## src/source/axi_bridge_pkg.sv

```systemverilog
// Shared package: bus width types, AXI response codes and the AXI-lite and AXI4 channel structs
package axi_bridge_pkg;

	//////////////////////////////
	// Width types
	//////////////////////////////

	// Byte address and data word
	typedef logic [31:0] addr_t;
	typedef logic [31:0] data_t;
	// One strobe bit per byte lane
	typedef logic [3:0]  strb_t;
	// Transaction ID, same width on every AXI4 channel
	typedef logic [3:0]  id_t;
	typedef logic [2:0]  prot_t;
	typedef logic [1:0]  resp_t;
	// Burst control fields of an AXI4 address channel
	typedef logic [7:0]  len_t;
	typedef logic [2:0]  size_t;
	typedef logic [1:0]  burst_t;
	typedef logic [3:0]  cache_t;
	typedef logic [3:0]  qos_t;

	//////////////////////////////
	// Constants
	//////////////////////////////

	// Response codes
	localparam resp_t RESP_OKAY   = 2'd0;
	localparam resp_t RESP_SLVERR = 2'd2;
	// Four bytes per beat
	localparam size_t AXI_SIZE_WORD = 3'd2;

	//////////////////////////////
	// AXI-lite channels
	//////////////////////////////

	// Shared by AW and AR
	typedef struct packed {
		addr_t addr;
		prot_t prot;
	} axil_addr_t;

	typedef struct packed {
		data_t data;
		strb_t strb;
	} axil_wdata_t;

	typedef struct packed {
		data_t data;
		resp_t resp;
	} axil_rdata_t;

	//////////////////////////////
	// AXI4 channels
	//////////////////////////////

	typedef struct packed {
		id_t    id;
		addr_t  addr;
		len_t   len;
		size_t  size;
		burst_t burst;
		logic   lock;
		cache_t cache;
		prot_t  prot;
		qos_t   qos;
	} axi_addr_t;

	typedef struct packed {
		data_t data;
		strb_t strb;
		logic  last;
	} axi_wdata_t;

	typedef struct packed {
		id_t   id;
		resp_t resp;
	} axi_bresp_t;

	typedef struct packed {
		id_t   id;
		data_t data;
		resp_t resp;
		logic  last;
	} axi_rdata_t;

endpackage

```

## src/source/axilite_to_axi.sv

```systemverilog
// Combinational AXI-lite to single-beat AXI4 protocol bridge
`timescale 1ns/1ps

module axilite_to_axi #(
	parameter axi_bridge_pkg::id_t C_AXI_WRITE_ID = '0,
	parameter axi_bridge_pkg::id_t C_AXI_READ_ID  = '0
) (
	// Clock and reset only mark the bridge's clock domain
	input  logic                        ACLK,
	input  logic                        i_reset,
	// AXI-lite slave side
	input  logic                        i_s_awvalid,
	output logic                        o_s_awready,
	input  axi_bridge_pkg::axil_addr_t  i_s_aw,
	input  logic                        i_s_wvalid,
	output logic                        o_s_wready,
	input  axi_bridge_pkg::axil_wdata_t i_s_w,
	output logic                        o_s_bvalid,
	input  logic                        i_s_bready,
	output axi_bridge_pkg::resp_t       o_s_bresp,
	input  logic                        i_s_arvalid,
	output logic                        o_s_arready,
	input  axi_bridge_pkg::axil_addr_t  i_s_ar,
	output logic                        o_s_rvalid,
	input  logic                        i_s_rready,
	output axi_bridge_pkg::axil_rdata_t o_s_r,
	// AXI4 master side
	output logic                        o_m_awvalid,
	input  logic                        i_m_awready,
	output axi_bridge_pkg::axi_addr_t   o_m_aw,
	output logic                        o_m_wvalid,
	input  logic                        i_m_wready,
	output axi_bridge_pkg::axi_wdata_t  o_m_w,
	input  logic                        i_m_bvalid,
	output logic                        o_m_bready,
	input  axi_bridge_pkg::axi_bresp_t  i_m_b,
	output logic                        o_m_arvalid,
	input  logic                        i_m_arready,
	output axi_bridge_pkg::axi_addr_t   o_m_ar,
	input  logic                        i_m_rvalid,
	output logic                        o_m_rready,
	input  axi_bridge_pkg::axi_rdata_t  i_m_r
);

	//////////////////////////////
	// Write address
	//////////////////////////////

	// Single beat, full word, fixed ID
	assign o_m_aw.id    = C_AXI_WRITE_ID;
	assign o_m_aw.addr  = i_s_aw.addr;
	assign o_m_aw.len   = '0;
	assign o_m_aw.size  = axi_bridge_pkg::AXI_SIZE_WORD;
	assign o_m_aw.burst = '0;
	// Normal access, no cache hints
	assign o_m_aw.lock  = 1'b0;
	assign o_m_aw.cache = '0;
	assign o_m_aw.prot  = i_s_aw.prot;
	assign o_m_aw.qos   = '0;
	assign o_m_awvalid  = i_s_awvalid;
	assign o_s_awready  = i_m_awready;

	// Write data is always the last beat
	assign o_m_w.data  = i_s_w.data;
	assign o_m_w.strb  = i_s_w.strb;
	assign o_m_w.last  = 1'b1;
	assign o_m_wvalid  = i_s_wvalid;
	assign o_s_wready  = i_m_wready;

	// Write response, ID is not passed on
	assign o_s_bresp  = i_m_b.resp;
	assign o_s_bvalid = i_m_bvalid;
	assign o_m_bready = i_s_bready;

	//////////////////////////////
	// Read address and data
	//////////////////////////////

	assign o_m_ar.id    = C_AXI_READ_ID;
	assign o_m_ar.addr  = i_s_ar.addr;
	assign o_m_ar.len   = '0;
	assign o_m_ar.size  = axi_bridge_pkg::AXI_SIZE_WORD;
	assign o_m_ar.burst = '0;
	assign o_m_ar.lock  = 1'b0;
	assign o_m_ar.cache = '0;
	assign o_m_ar.prot  = i_s_ar.prot;
	assign o_m_ar.qos   = '0;
	assign o_m_arvalid  = i_s_arvalid;
	assign o_s_arready  = i_m_arready;

	// Read return, ID and last dropped
	assign o_s_r.data = i_m_r.data;
	assign o_s_r.resp = i_m_r.resp;
	assign o_s_rvalid = i_m_rvalid;
	assign o_m_rready = i_s_rready;

endmodule

```

## src/source/axi_sram.sv

```systemverilog
// AXI4 single-beat RAM slave with write/read FSM, byte strobe merge and range check
`timescale 1ns/1ps

module axi_sram #(
	parameter int MEM_WORDS = 64
) (
	input  logic                       ACLK,
	input  logic                       i_reset,
	// Write address
	input  logic                       i_awvalid,
	output logic                       o_awready,
	input  axi_bridge_pkg::axi_addr_t  i_aw,
	// Write data
	input  logic                       i_wvalid,
	output logic                       o_wready,
	input  axi_bridge_pkg::axi_wdata_t i_w,
	// Write response
	output logic                       o_bvalid,
	input  logic                       i_bready,
	output axi_bridge_pkg::axi_bresp_t o_b,
	// Read address
	input  logic                       i_arvalid,
	output logic                       o_arready,
	input  axi_bridge_pkg::axi_addr_t  i_ar,
	// Read data
	output logic                       o_rvalid,
	input  logic                       i_rready,
	output axi_bridge_pkg::axi_rdata_t o_r
);

	// Word index width, at least one bit
	localparam int IDX_W = (MEM_WORDS > 1) ? $clog2(MEM_WORDS) : 1;
	localparam int LANES = $bits(axi_bridge_pkg::strb_t);

	typedef enum logic [1:0] {
		S_IDLE,
		S_WRESP,
		S_RDATA
	} sram_state_t;

	sram_state_t state;

	// Storage, one data word per entry
	axi_bridge_pkg::data_t mem [MEM_WORDS];

	// Accept strobes for this cycle
	logic wr_go;
	logic rd_go;
	// Address decode
	logic             wr_in_range;
	logic             rd_in_range;
	logic [IDX_W-1:0] wr_idx;
	logic [IDX_W-1:0] rd_idx;

	//////////////////////////////
	// Request acceptance
	//////////////////////////////

	// Write needs address and data together
	assign wr_go = (state == S_IDLE) && i_awvalid && i_wvalid;
	// Read only when no write goes this cycle
	assign rd_go = (state == S_IDLE) && i_arvalid && !wr_go;

	// Both write channels complete in the same cycle
	assign o_awready = wr_go;
	assign o_wready  = wr_go;
	assign o_arready = rd_go;

	// Responses are held while the FSM waits
	assign o_bvalid = (state == S_WRESP);
	assign o_rvalid = (state == S_RDATA);

	// Word index is the byte address over four
	assign wr_idx = i_aw.addr[IDX_W+1:2];
	assign rd_idx = i_ar.addr[IDX_W+1:2];
	// Full upper address compared, so aliasing cannot hit a valid word
	assign wr_in_range = (i_aw.addr[31:2] < 30'(MEM_WORDS));
	assign rd_in_range = (i_ar.addr[31:2] < 30'(MEM_WORDS));

	//////////////////////////////
	// State machine
	//////////////////////////////

	always_ff @(posedge ACLK)
	begin
		if (i_reset)
			state <= S_IDLE;
		else
		begin
			case (state)
				S_IDLE:
				begin
					// Write wins over a read in the same cycle
					if (wr_go)
						state <= S_WRESP;
					else if (rd_go)
						state <= S_RDATA;
				end
				S_WRESP:
				begin
					if (i_bready)
						state <= S_IDLE;
				end
				S_RDATA:
				begin
					if (i_rready)
						state <= S_IDLE;
				end
				default:
					state <= S_IDLE;
			endcase
		end
	end

	//////////////////////////////
	// Memory write
	//////////////////////////////

	// Only lanes with a strobe set are touched
	always_ff @(posedge ACLK)
	begin
		if (wr_go && wr_in_range)
		begin
			for (int i = 0; i < LANES; i++)
			begin
				if (i_w.strb[i])
					mem[wr_idx][8*i +: 8] <= i_w.data[8*i +: 8];
			end
		end
	end

	//////////////////////////////
	// Response payloads
	//////////////////////////////

	// Captured on acceptance, stable until handshake
	always_ff @(posedge ACLK)
	begin
		if (wr_go)
		begin
			o_b.id   <= i_aw.id;
			o_b.resp <= wr_in_range ? axi_bridge_pkg::RESP_OKAY
				: axi_bridge_pkg::RESP_SLVERR;
		end
		if (rd_go)
		begin
			o_r.id   <= i_ar.id;
			// Out of range reads return zero
			o_r.data <= rd_in_range ? mem[rd_idx] : '0;
			o_r.resp <= rd_in_range ? axi_bridge_pkg::RESP_OKAY
				: axi_bridge_pkg::RESP_SLVERR;
			o_r.last <= 1'b1;
		end
	end

endmodule

```

## src/source/axil_mem_top.sv

```systemverilog
// Top level: AXI-lite port, AXI-lite to AXI4 bridge and AXI4 RAM slave
`timescale 1ns/1ps

module axil_mem_top #(
	parameter axi_bridge_pkg::id_t WRITE_ID  = 4'd5,
	parameter axi_bridge_pkg::id_t READ_ID   = 4'd9,
	parameter int                  MEM_WORDS = 64
) (
	input  logic                        ACLK,
	input  logic                        i_reset,
	// AXI-lite slave port
	input  logic                        i_awvalid,
	output logic                        o_awready,
	input  axi_bridge_pkg::axil_addr_t  i_aw,
	input  logic                        i_wvalid,
	output logic                        o_wready,
	input  axi_bridge_pkg::axil_wdata_t i_w,
	output logic                        o_bvalid,
	input  logic                        i_bready,
	output axi_bridge_pkg::resp_t       o_bresp,
	input  logic                        i_arvalid,
	output logic                        o_arready,
	input  axi_bridge_pkg::axil_addr_t  i_ar,
	output logic                        o_rvalid,
	input  logic                        i_rready,
	output axi_bridge_pkg::axil_rdata_t o_r
);

	//////////////////////////////
	// Internal AXI4 bus
	//////////////////////////////

	logic                       m_awvalid;
	logic                       m_awready;
	axi_bridge_pkg::axi_addr_t  m_aw;
	logic                       m_wvalid;
	logic                       m_wready;
	axi_bridge_pkg::axi_wdata_t m_w;
	logic                       m_bvalid;
	logic                       m_bready;
	axi_bridge_pkg::axi_bresp_t m_b;
	logic                       m_arvalid;
	logic                       m_arready;
	axi_bridge_pkg::axi_addr_t  m_ar;
	logic                       m_rvalid;
	logic                       m_rready;
	axi_bridge_pkg::axi_rdata_t m_r;

	// Protocol conversion, zero latency
	axilite_to_axi #(
		.C_AXI_WRITE_ID(WRITE_ID),
		.C_AXI_READ_ID (READ_ID)
	) u_bridge (
		.ACLK       (ACLK),
		.i_reset    (i_reset),
		.i_s_awvalid(i_awvalid),
		.o_s_awready(o_awready),
		.i_s_aw     (i_aw),
		.i_s_wvalid (i_wvalid),
		.o_s_wready (o_wready),
		.i_s_w      (i_w),
		.o_s_bvalid (o_bvalid),
		.i_s_bready (i_bready),
		.o_s_bresp  (o_bresp),
		.i_s_arvalid(i_arvalid),
		.o_s_arready(o_arready),
		.i_s_ar     (i_ar),
		.o_s_rvalid (o_rvalid),
		.i_s_rready (i_rready),
		.o_s_r      (o_r),
		.o_m_awvalid(m_awvalid),
		.i_m_awready(m_awready),
		.o_m_aw     (m_aw),
		.o_m_wvalid (m_wvalid),
		.i_m_wready (m_wready),
		.o_m_w      (m_w),
		.i_m_bvalid (m_bvalid),
		.o_m_bready (m_bready),
		.i_m_b      (m_b),
		.o_m_arvalid(m_arvalid),
		.i_m_arready(m_arready),
		.o_m_ar     (m_ar),
		.i_m_rvalid (m_rvalid),
		.o_m_rready (m_rready),
		.i_m_r      (m_r)
	);

	// Word RAM behind the bridge
	axi_sram #(
		.MEM_WORDS(MEM_WORDS)
	) u_sram (
		.ACLK     (ACLK),
		.i_reset  (i_reset),
		.i_awvalid(m_awvalid),
		.o_awready(m_awready),
		.i_aw     (m_aw),
		.i_wvalid (m_wvalid),
		.o_wready (m_wready),
		.i_w      (m_w),
		.o_bvalid (m_bvalid),
		.i_bready (m_bready),
		.o_b      (m_b),
		.i_arvalid(m_arvalid),
		.o_arready(m_arready),
		.i_ar     (m_ar),
		.o_rvalid (m_rvalid),
		.i_rready (m_rready),
		.o_r      (m_r)
	);

endmodule

```

## config.mk

```make
export PLATFORM = sky130hd
export DESIGN_NAME = axil_mem_top
export DESIGN_NICKNAME = d
export VERILOG_FILES = /design/src/source/axi_bridge_pkg.sv /design/src/source/axilite_to_axi.sv /design/src/source/axi_sram.sv /design/src/source/axil_mem_top.sv
export SDC_FILE = /design/constraint.sdc
export NUM_CORES = 2
export LEC_CHECK = 0
export ABC_CLOCK_PERIOD_IN_PS = 6050
export BUFFER_PORTS_ARGS = -buffer_cell sky130_fd_sc_hd__buf_2
export CORE_MARGIN = 2
export CORE_UTILIZATION = 45
export CTS_CLUSTER_SIZE = 16
export DETAILED_ROUTE_END_ITERATION = 16
export REMOVE_ABC_BUFFERS = 1
export SETUP_SLACK_MARGIN = 0.05
export SLEW_MARGIN = 20
export SYNTH_ARGS = -nofsm -noshare
export SYNTH_HDL_FRONTEND = slang
export SYNTH_SLANG_ARGS = --single-unit
```

## constraint.sdc

```tcl
create_clock -name ACLK -period 6.05 [get_ports ACLK]
set_input_delay 1.21 -clock ACLK [delete_from_list [all_inputs] [get_ports ACLK]]
set_output_delay 1.21 -clock ACLK [all_outputs]
set_load 0.01 [all_outputs]
```

[Word level (Yosys, flattened, before mapping)]
Memories as Yosys holds them, arrays and structs flattened. A register that Yosys moved wholly into a read port is not among the register bits.
Cells that the tools add are included.
Word-level totals
  memories kept: 1
  output and inout port bits: 41
  register bits after elaboration: 6
  word-level logic and storage cells: 39
  bits of input ports: 113
  bits in writable memories: 2048
Cells by class
  reductions and logical operators: 9
  multiplexer cells: 19
  magnitude comparators: 2
  equality and inequality tests: 5
Memory list
  u_sram.mem: depth 64, width 32, read ports 1, clocked after Yosys merged registers in 1, wr ports 1, line axi_sram.sv:44  | axi_bridge_pkg::data_t mem [MEM_WORDS];
Operators with widths (count)
  $lt A30 B7 Y1 const B: 2
  $mux W1: 12
  $mux W2: 6
  $pmux W2 S3: 1
  $logic_and A1 B1 Y1: 5
  $ne A2 B1 Y1 const B: 2
  $ne A3 B2 Y1 const B: 1
  $reduce_and A3 Y1: 1
  $eq A2 B1 Y1 const B: 1
  $eq A2 B2 Y1 const B: 1
  $logic_not A1 Y1: 2
  $logic_not A2 Y1: 1

[Depth between registers and ports, before layout]
  depth in word-level cells: 8
  mapped depth: 10
  mapped depth without buffers: 6

[Hierarchy]
Synthesis repeated with hierarchy kept, for this count alone.
Unflattened totals
  cell total of the unflattened synthesis: 3881
  area, all modules: 82778.1 um^2
By module, submodules not included
  axi_sram: cells an instance 3674, instances 1, area each 81231.7 um^2, sequential area each 62800.2 um^2
  axilite_to_axi: cells an instance 207, instances 1, area each 1546.5 um^2, sequential area each 0.0 um^2

[Worst setup path before layout]
No wires, ideal clock.
  path kind: input -> output
  start: input port i_wvalid
  end: output port o_arready
  data arrival time: 2233 ps
  cell stages on the path: 2
  slack: 2607 ps
  cell sequence: nand2_1 and3_1
On the way
  cells in the longest elaborated chain, start to end: 3
RTL lines
  start, declared: line axil_mem_top.sv:15  | input logic i_wvalid,
  $logic_and A1 B1 Y1: line axi_sram.sv:60  | assign wr_go = (state == S_IDLE) && i_awvalid && i_wvalid;
  $logic_not A1 Y1: line axi_sram.sv:62  | assign rd_go = (state == S_IDLE) && i_arvalid && !wr_go;
  $logic_and A1 B1 Y1: line axi_sram.sv:62
  end, declared: line axil_mem_top.sv:22  | output logic o_arready,
Every way passes these cells.

[Worst setup path after layout]
  start: input port i_awvalid
  end: memory u_sram.mem[3][19] (netlist bit) (enable)
On the way
  cells in the longest elaborated chain, start to end: 5
RTL lines
  start, declared: line axil_mem_top.sv:12  | input logic i_awvalid,
  $logic_and A1 B1 Y1 (2 in series): line axi_sram.sv:60
  $logic_and A1 B1 Y1: line axi_sram.sv:122  | if (wr_go && wr_in_range)
  $mux W1: line axi_sram.sv:122
  $mux W1 (not written as such): line axi_sram.sv:127  | mem[wr_idx][8*i +: 8] <= i_w.data[8*i +: 8];
  end, declared: line axi_sram.sv:44
Every way passes these cells.

==> results.md <==
- The number of nets with antenna violations after detailed routing is 0.
- The most used flip-flop cell after synthesis is edfxtp_1.
- The class of the tightest hold or removal check is register to register.
- The synthesized area divided by synthesized cell count is between 20 and 25 sq um.
- The relative contribution of combinational cells to total power is about 4.7%.
- The number of optimization iterations in the first detailed-route pass is 8.
- In this run, synthesis produced a sequential element count of 2,084.
- The power after layout is ~30,000 uW.
- The switching share of power is a little over a fifth.
- Clock tree synthesis selected as its root buffer the cell clkbuf_16.
- The final route contains 39,460 vias.
- The cell taking the most area after synthesis is edfxtp_1.
- For this block, the initial DRC count from the detailed router was between 5,000 and 6,000.
- Setup violations remaining at the end of the flow were counted as 0.
- The number of antenna violations at the first check in global routing was 21.
- The shortest period the worst path allows is 3.80 ns.
- The run finished with clean final reports.
- After clock tree synthesis, the clock-pin slew on the worst setup and hold paths is ~0.06 ns.
- The congestion estimate from routability-driven global placement came to 0.825.
- The die area is between 150,000 and 200,000 sq um.
- The critical path launch point is i_awvalid.
- Ranked by total cell area, the synthesized netlist is headed by edfxtp_1 (77%), mux4_2 (15%), mux2i_1 (1.7%).
- The critical path data arrival time is between 4 and 5 ns.
- The count of hold buffers inserted by post-cts repair is 0.
- In the global route stage, met3 resource usage came out at 5.54%.
- The slew of the pin with the lowest slew margin is 1.16 ns.
- By count the netlist is led by edfxtp_1 (2,082), mux4_2 (551), nor2_1 (288), mux2i_1 (141), nand2_1 (114).
- The share of layout cells above drive strength 1 is between 20 and 30%.
- The final critical-path share of the clock period is between 60% and 70%.
- Of all flip-flops after synthesis, the portion carrying an async set or reset was 0%.
- The cell family contributing the most delay on the critical path is simple AND/OR/NAND/NOR gates.
- Summed over all layers, the global routing overflow is 0.
- The area share of the largest cell type after synthesis is between 70 and 80%.
- Headroom to the max-slew limit came out at 22.8%.
- Setup repair after global routing left no endpoint under its margin.
- Counting along the longest clock path gives a buffer depth of 3.
- The number of global-route vias before repair is about 38,000.
- The met1 usage is about a third.
- Traced cell by cell, the critical path runs through buf_2 -> nand2_1 -> nor3_1 -> and4b_1 -> nand2_2 -> buf_4 -> nor2_1.
- The worst setup path is captured at a register.
- The number of remaining DRC errors is 0.
- In this run the static leakage power is between 0.02 and 0.03 uW.
- Counting both buffers and inverters, the worst setup path holds a total of 2.
- The number of setup buffers added after CTS is 0.
- Input and output buffers added on the ports amount to around 140.
- Yosys mapped the design onto 48 distinct sky130hd cell types.
- The fill cell total of the finished layout is approximately 14,000.
- The overall die width is roughly 430 microns.
- The vertical die dimension is 428 microns.
- The sum of net half-perimeters after detailed placement is 131,000 microns.
- The global-route met2 utilization is 35.7%.
- The critical path is of the primary input to register type.
- Once placement finished, the instance area stood at roughly 85,000 sq um.
- The number of ports placed on the die boundary is between 150 and 200.
- The startpoint of the tightest hold check path is u_sram.state[1].
- The pin count of the biggest net entering global routing is 84.
- At the later pin of the worst-skew pair, clock insertion delay measures approximately 0.88 ns.
- Once routing completed, OpenROAD measured the worst setup slack at between 2 and 2.5 ns.
- The worst-case vdd ir drop is 0.237 mV.
- TritonCTS built the clock tree.
- The signed area change from the synthesized netlist to the final layout is 12.8%.
- Global routing consumed, over all layers together, about a quarter of the routing resources.
- Along the worst path, the maximum fanout reaches 38.
- The power density over the cells is roughly 330 nW/um^2.
- The fraction of power consumed by sequential logic is a little over half.
- During synthesis, Yosys emitted a total of 0 warnings.
- The layer flagged by global routing as most heavily used is met2.
- STA classifies the critical path startpoint as a primary input.
- The switching component of the power is between 6000 and 7000 uW.
- The initial utilization of the core area, before any placement, comes to ~45%.
- Summing the sequential cell areas from Yosys gives between 70% and 80% of the chip area.
- The relative contribution of the clock network to total power is a little over two fifths.
- After detailed routing, the average wire length per cell comes to ~34 microns.
- The critical path required time is 6.53 ns.
- The final count of hold timing violations is 0.
- Between clock sinks in the finished design, the worst skew comes to 0.0364 ns.
- Counting the buffers created by CTS gives 205.
- The synthesized design contains between 2,000 and 2,500 enable-type register cells.
- The clock drives between 2,000 and 2,500 sinks.
- The internal power of the cells totals approximately 23,000 uW.
- The cell with the largest stage delay on the worst path is nor2_1.
- The wire length of the first global-routing pass is ~300,000 microns.
- The total length of routed wires is ~220,000 microns.
- The placeable core region is 178,000 sq um.
- The final layout net count is 4,037.
- In this run the cell area of the synthesized design comes to approximately 81,000 sq um.
- The delay contributed by the slowest stage of the critical path is 0.81 ns.
- The startpoint identified for the worst register-to-register timing path is u_sram.state[1].
- The post-detailed-route via-to-cell ratio is 6.10.
- The number of placement rows is approximately 160.
- Post-CTS repair changed the size of 0 cells.
- The design area is 91,200 sq um.
- The worst slack at placement is 1.18 ns.
- The number of max-slew violations in the final report came to 0.
- The most frequently used cell type in the post-synthesis netlist is edfxtp_1.
- The max-cap check violation count is 0.
- In the synthesized netlist, the number of instances is 3,656.
- For this run, the top clock speed supported by timing is ~0.26 GHz.
- The final total negative setup slack is 0 ns.
- The deepest level of the CTS H-tree is 4.
[registers in the layout, summed over array words and instances, names as in the netlist]
register,flops
u_sram.mem,2048
u_sram.o_r,33
u_sram.state,2
u_sram.o_b,1
[final cells by class]
class	count	area (sq um)	share of cell area (%)
multi-input combinational	1358	17200	18.8
sequential	2084	62600	68.6
tap	2355	2950	3.23
inverter	5	21.3	0.0233
timing repair buffer	270	1950	2.13
clock inverter	125	1220	1.34
clock buffer	248	5290	5.80
antenna	24	60.1	0.0658
[stage by stage]
step                util [%]  instances  hold slack (ns)
finish                  51.1       6469            0.519
global route            51.1       6449            0.506
CTS                     51.1       6445            0.468
detailed placement      47.4       6072            0.507
global placement        47.4       6072            0.502
floorplan                  -       3447            0.478
[routing by layer]
metal	vias up	part of all wire, %	wire length (microns)
li1	15937	-	-
met1	21215	41	89900
met2	1936	47	101000
met3	360	8.8	19100
met4	12	3.3	7250
met5	-	0.040	88
[power by group through the flow]
stage | Combinational (uW) | Clock, uW | Sequential [uW]
2_1_floorplan | 533 | 0 | 16200
3_3_place_gp | 1380 | 0 | 16200
3_5_place_dp | 1400 | 0 | 16200
4_1_cts | 1400 | 12600 | 15900
5_1_grt | 1460 | 13200 | 15900
6_report | 1390 | 12500 | 15900
[final timing paths]
path	to	slack [ns]	depth (start not counted)
setup / recovery	u_sram.mem[3][19]	2.25	7
hold / removal	u_sram.state[0]	0.52	1
setup reg to reg	u_sram.mem[3][19]	2.36	5
hold reg to reg	u_sram.state[0]	0.52	1
[logic make-up after synthesis]
| group | share of synthesized area, % |
|---|---|
| AOI/OAI and AO/OA | 1.20 |
| buffers and inverters | 1.48 |
| DFF | 77.4 |
| muxes | 17.2 |
| other | 0.00464 |
| and+or+nand+nor | 2.72 |
[cells in the final DEF, fill, tap and decap left out, drive strengths merged, types with 2 or more instances in the layout]
cell type and count:
inv 15, nor3 22, or2 2, or4 3, nand2b 5, nand4 10, o21ai 10, nor3b 7
clkinvlp 2, a2111oi 7, and3 10, a31oi 4, a211o 6, edfxtp 2082, nor4 15, o2111ai 6
diode 24, nand2 114, nor2b 15, dfxtp 2, mux2 11, nand3 20, nor2 288, clkbuf 248
buf 270, conb 2, a21oi 14, and3b 3, mux4 551, bufinv 18, mux2i 141, a211oi 8
clkinv 95, o32ai 4, a22oi 41, a32oi 3, o221ai 4, o22ai 21, o211ai 4
Note: power is estimated with default switching activity, not from simulation.
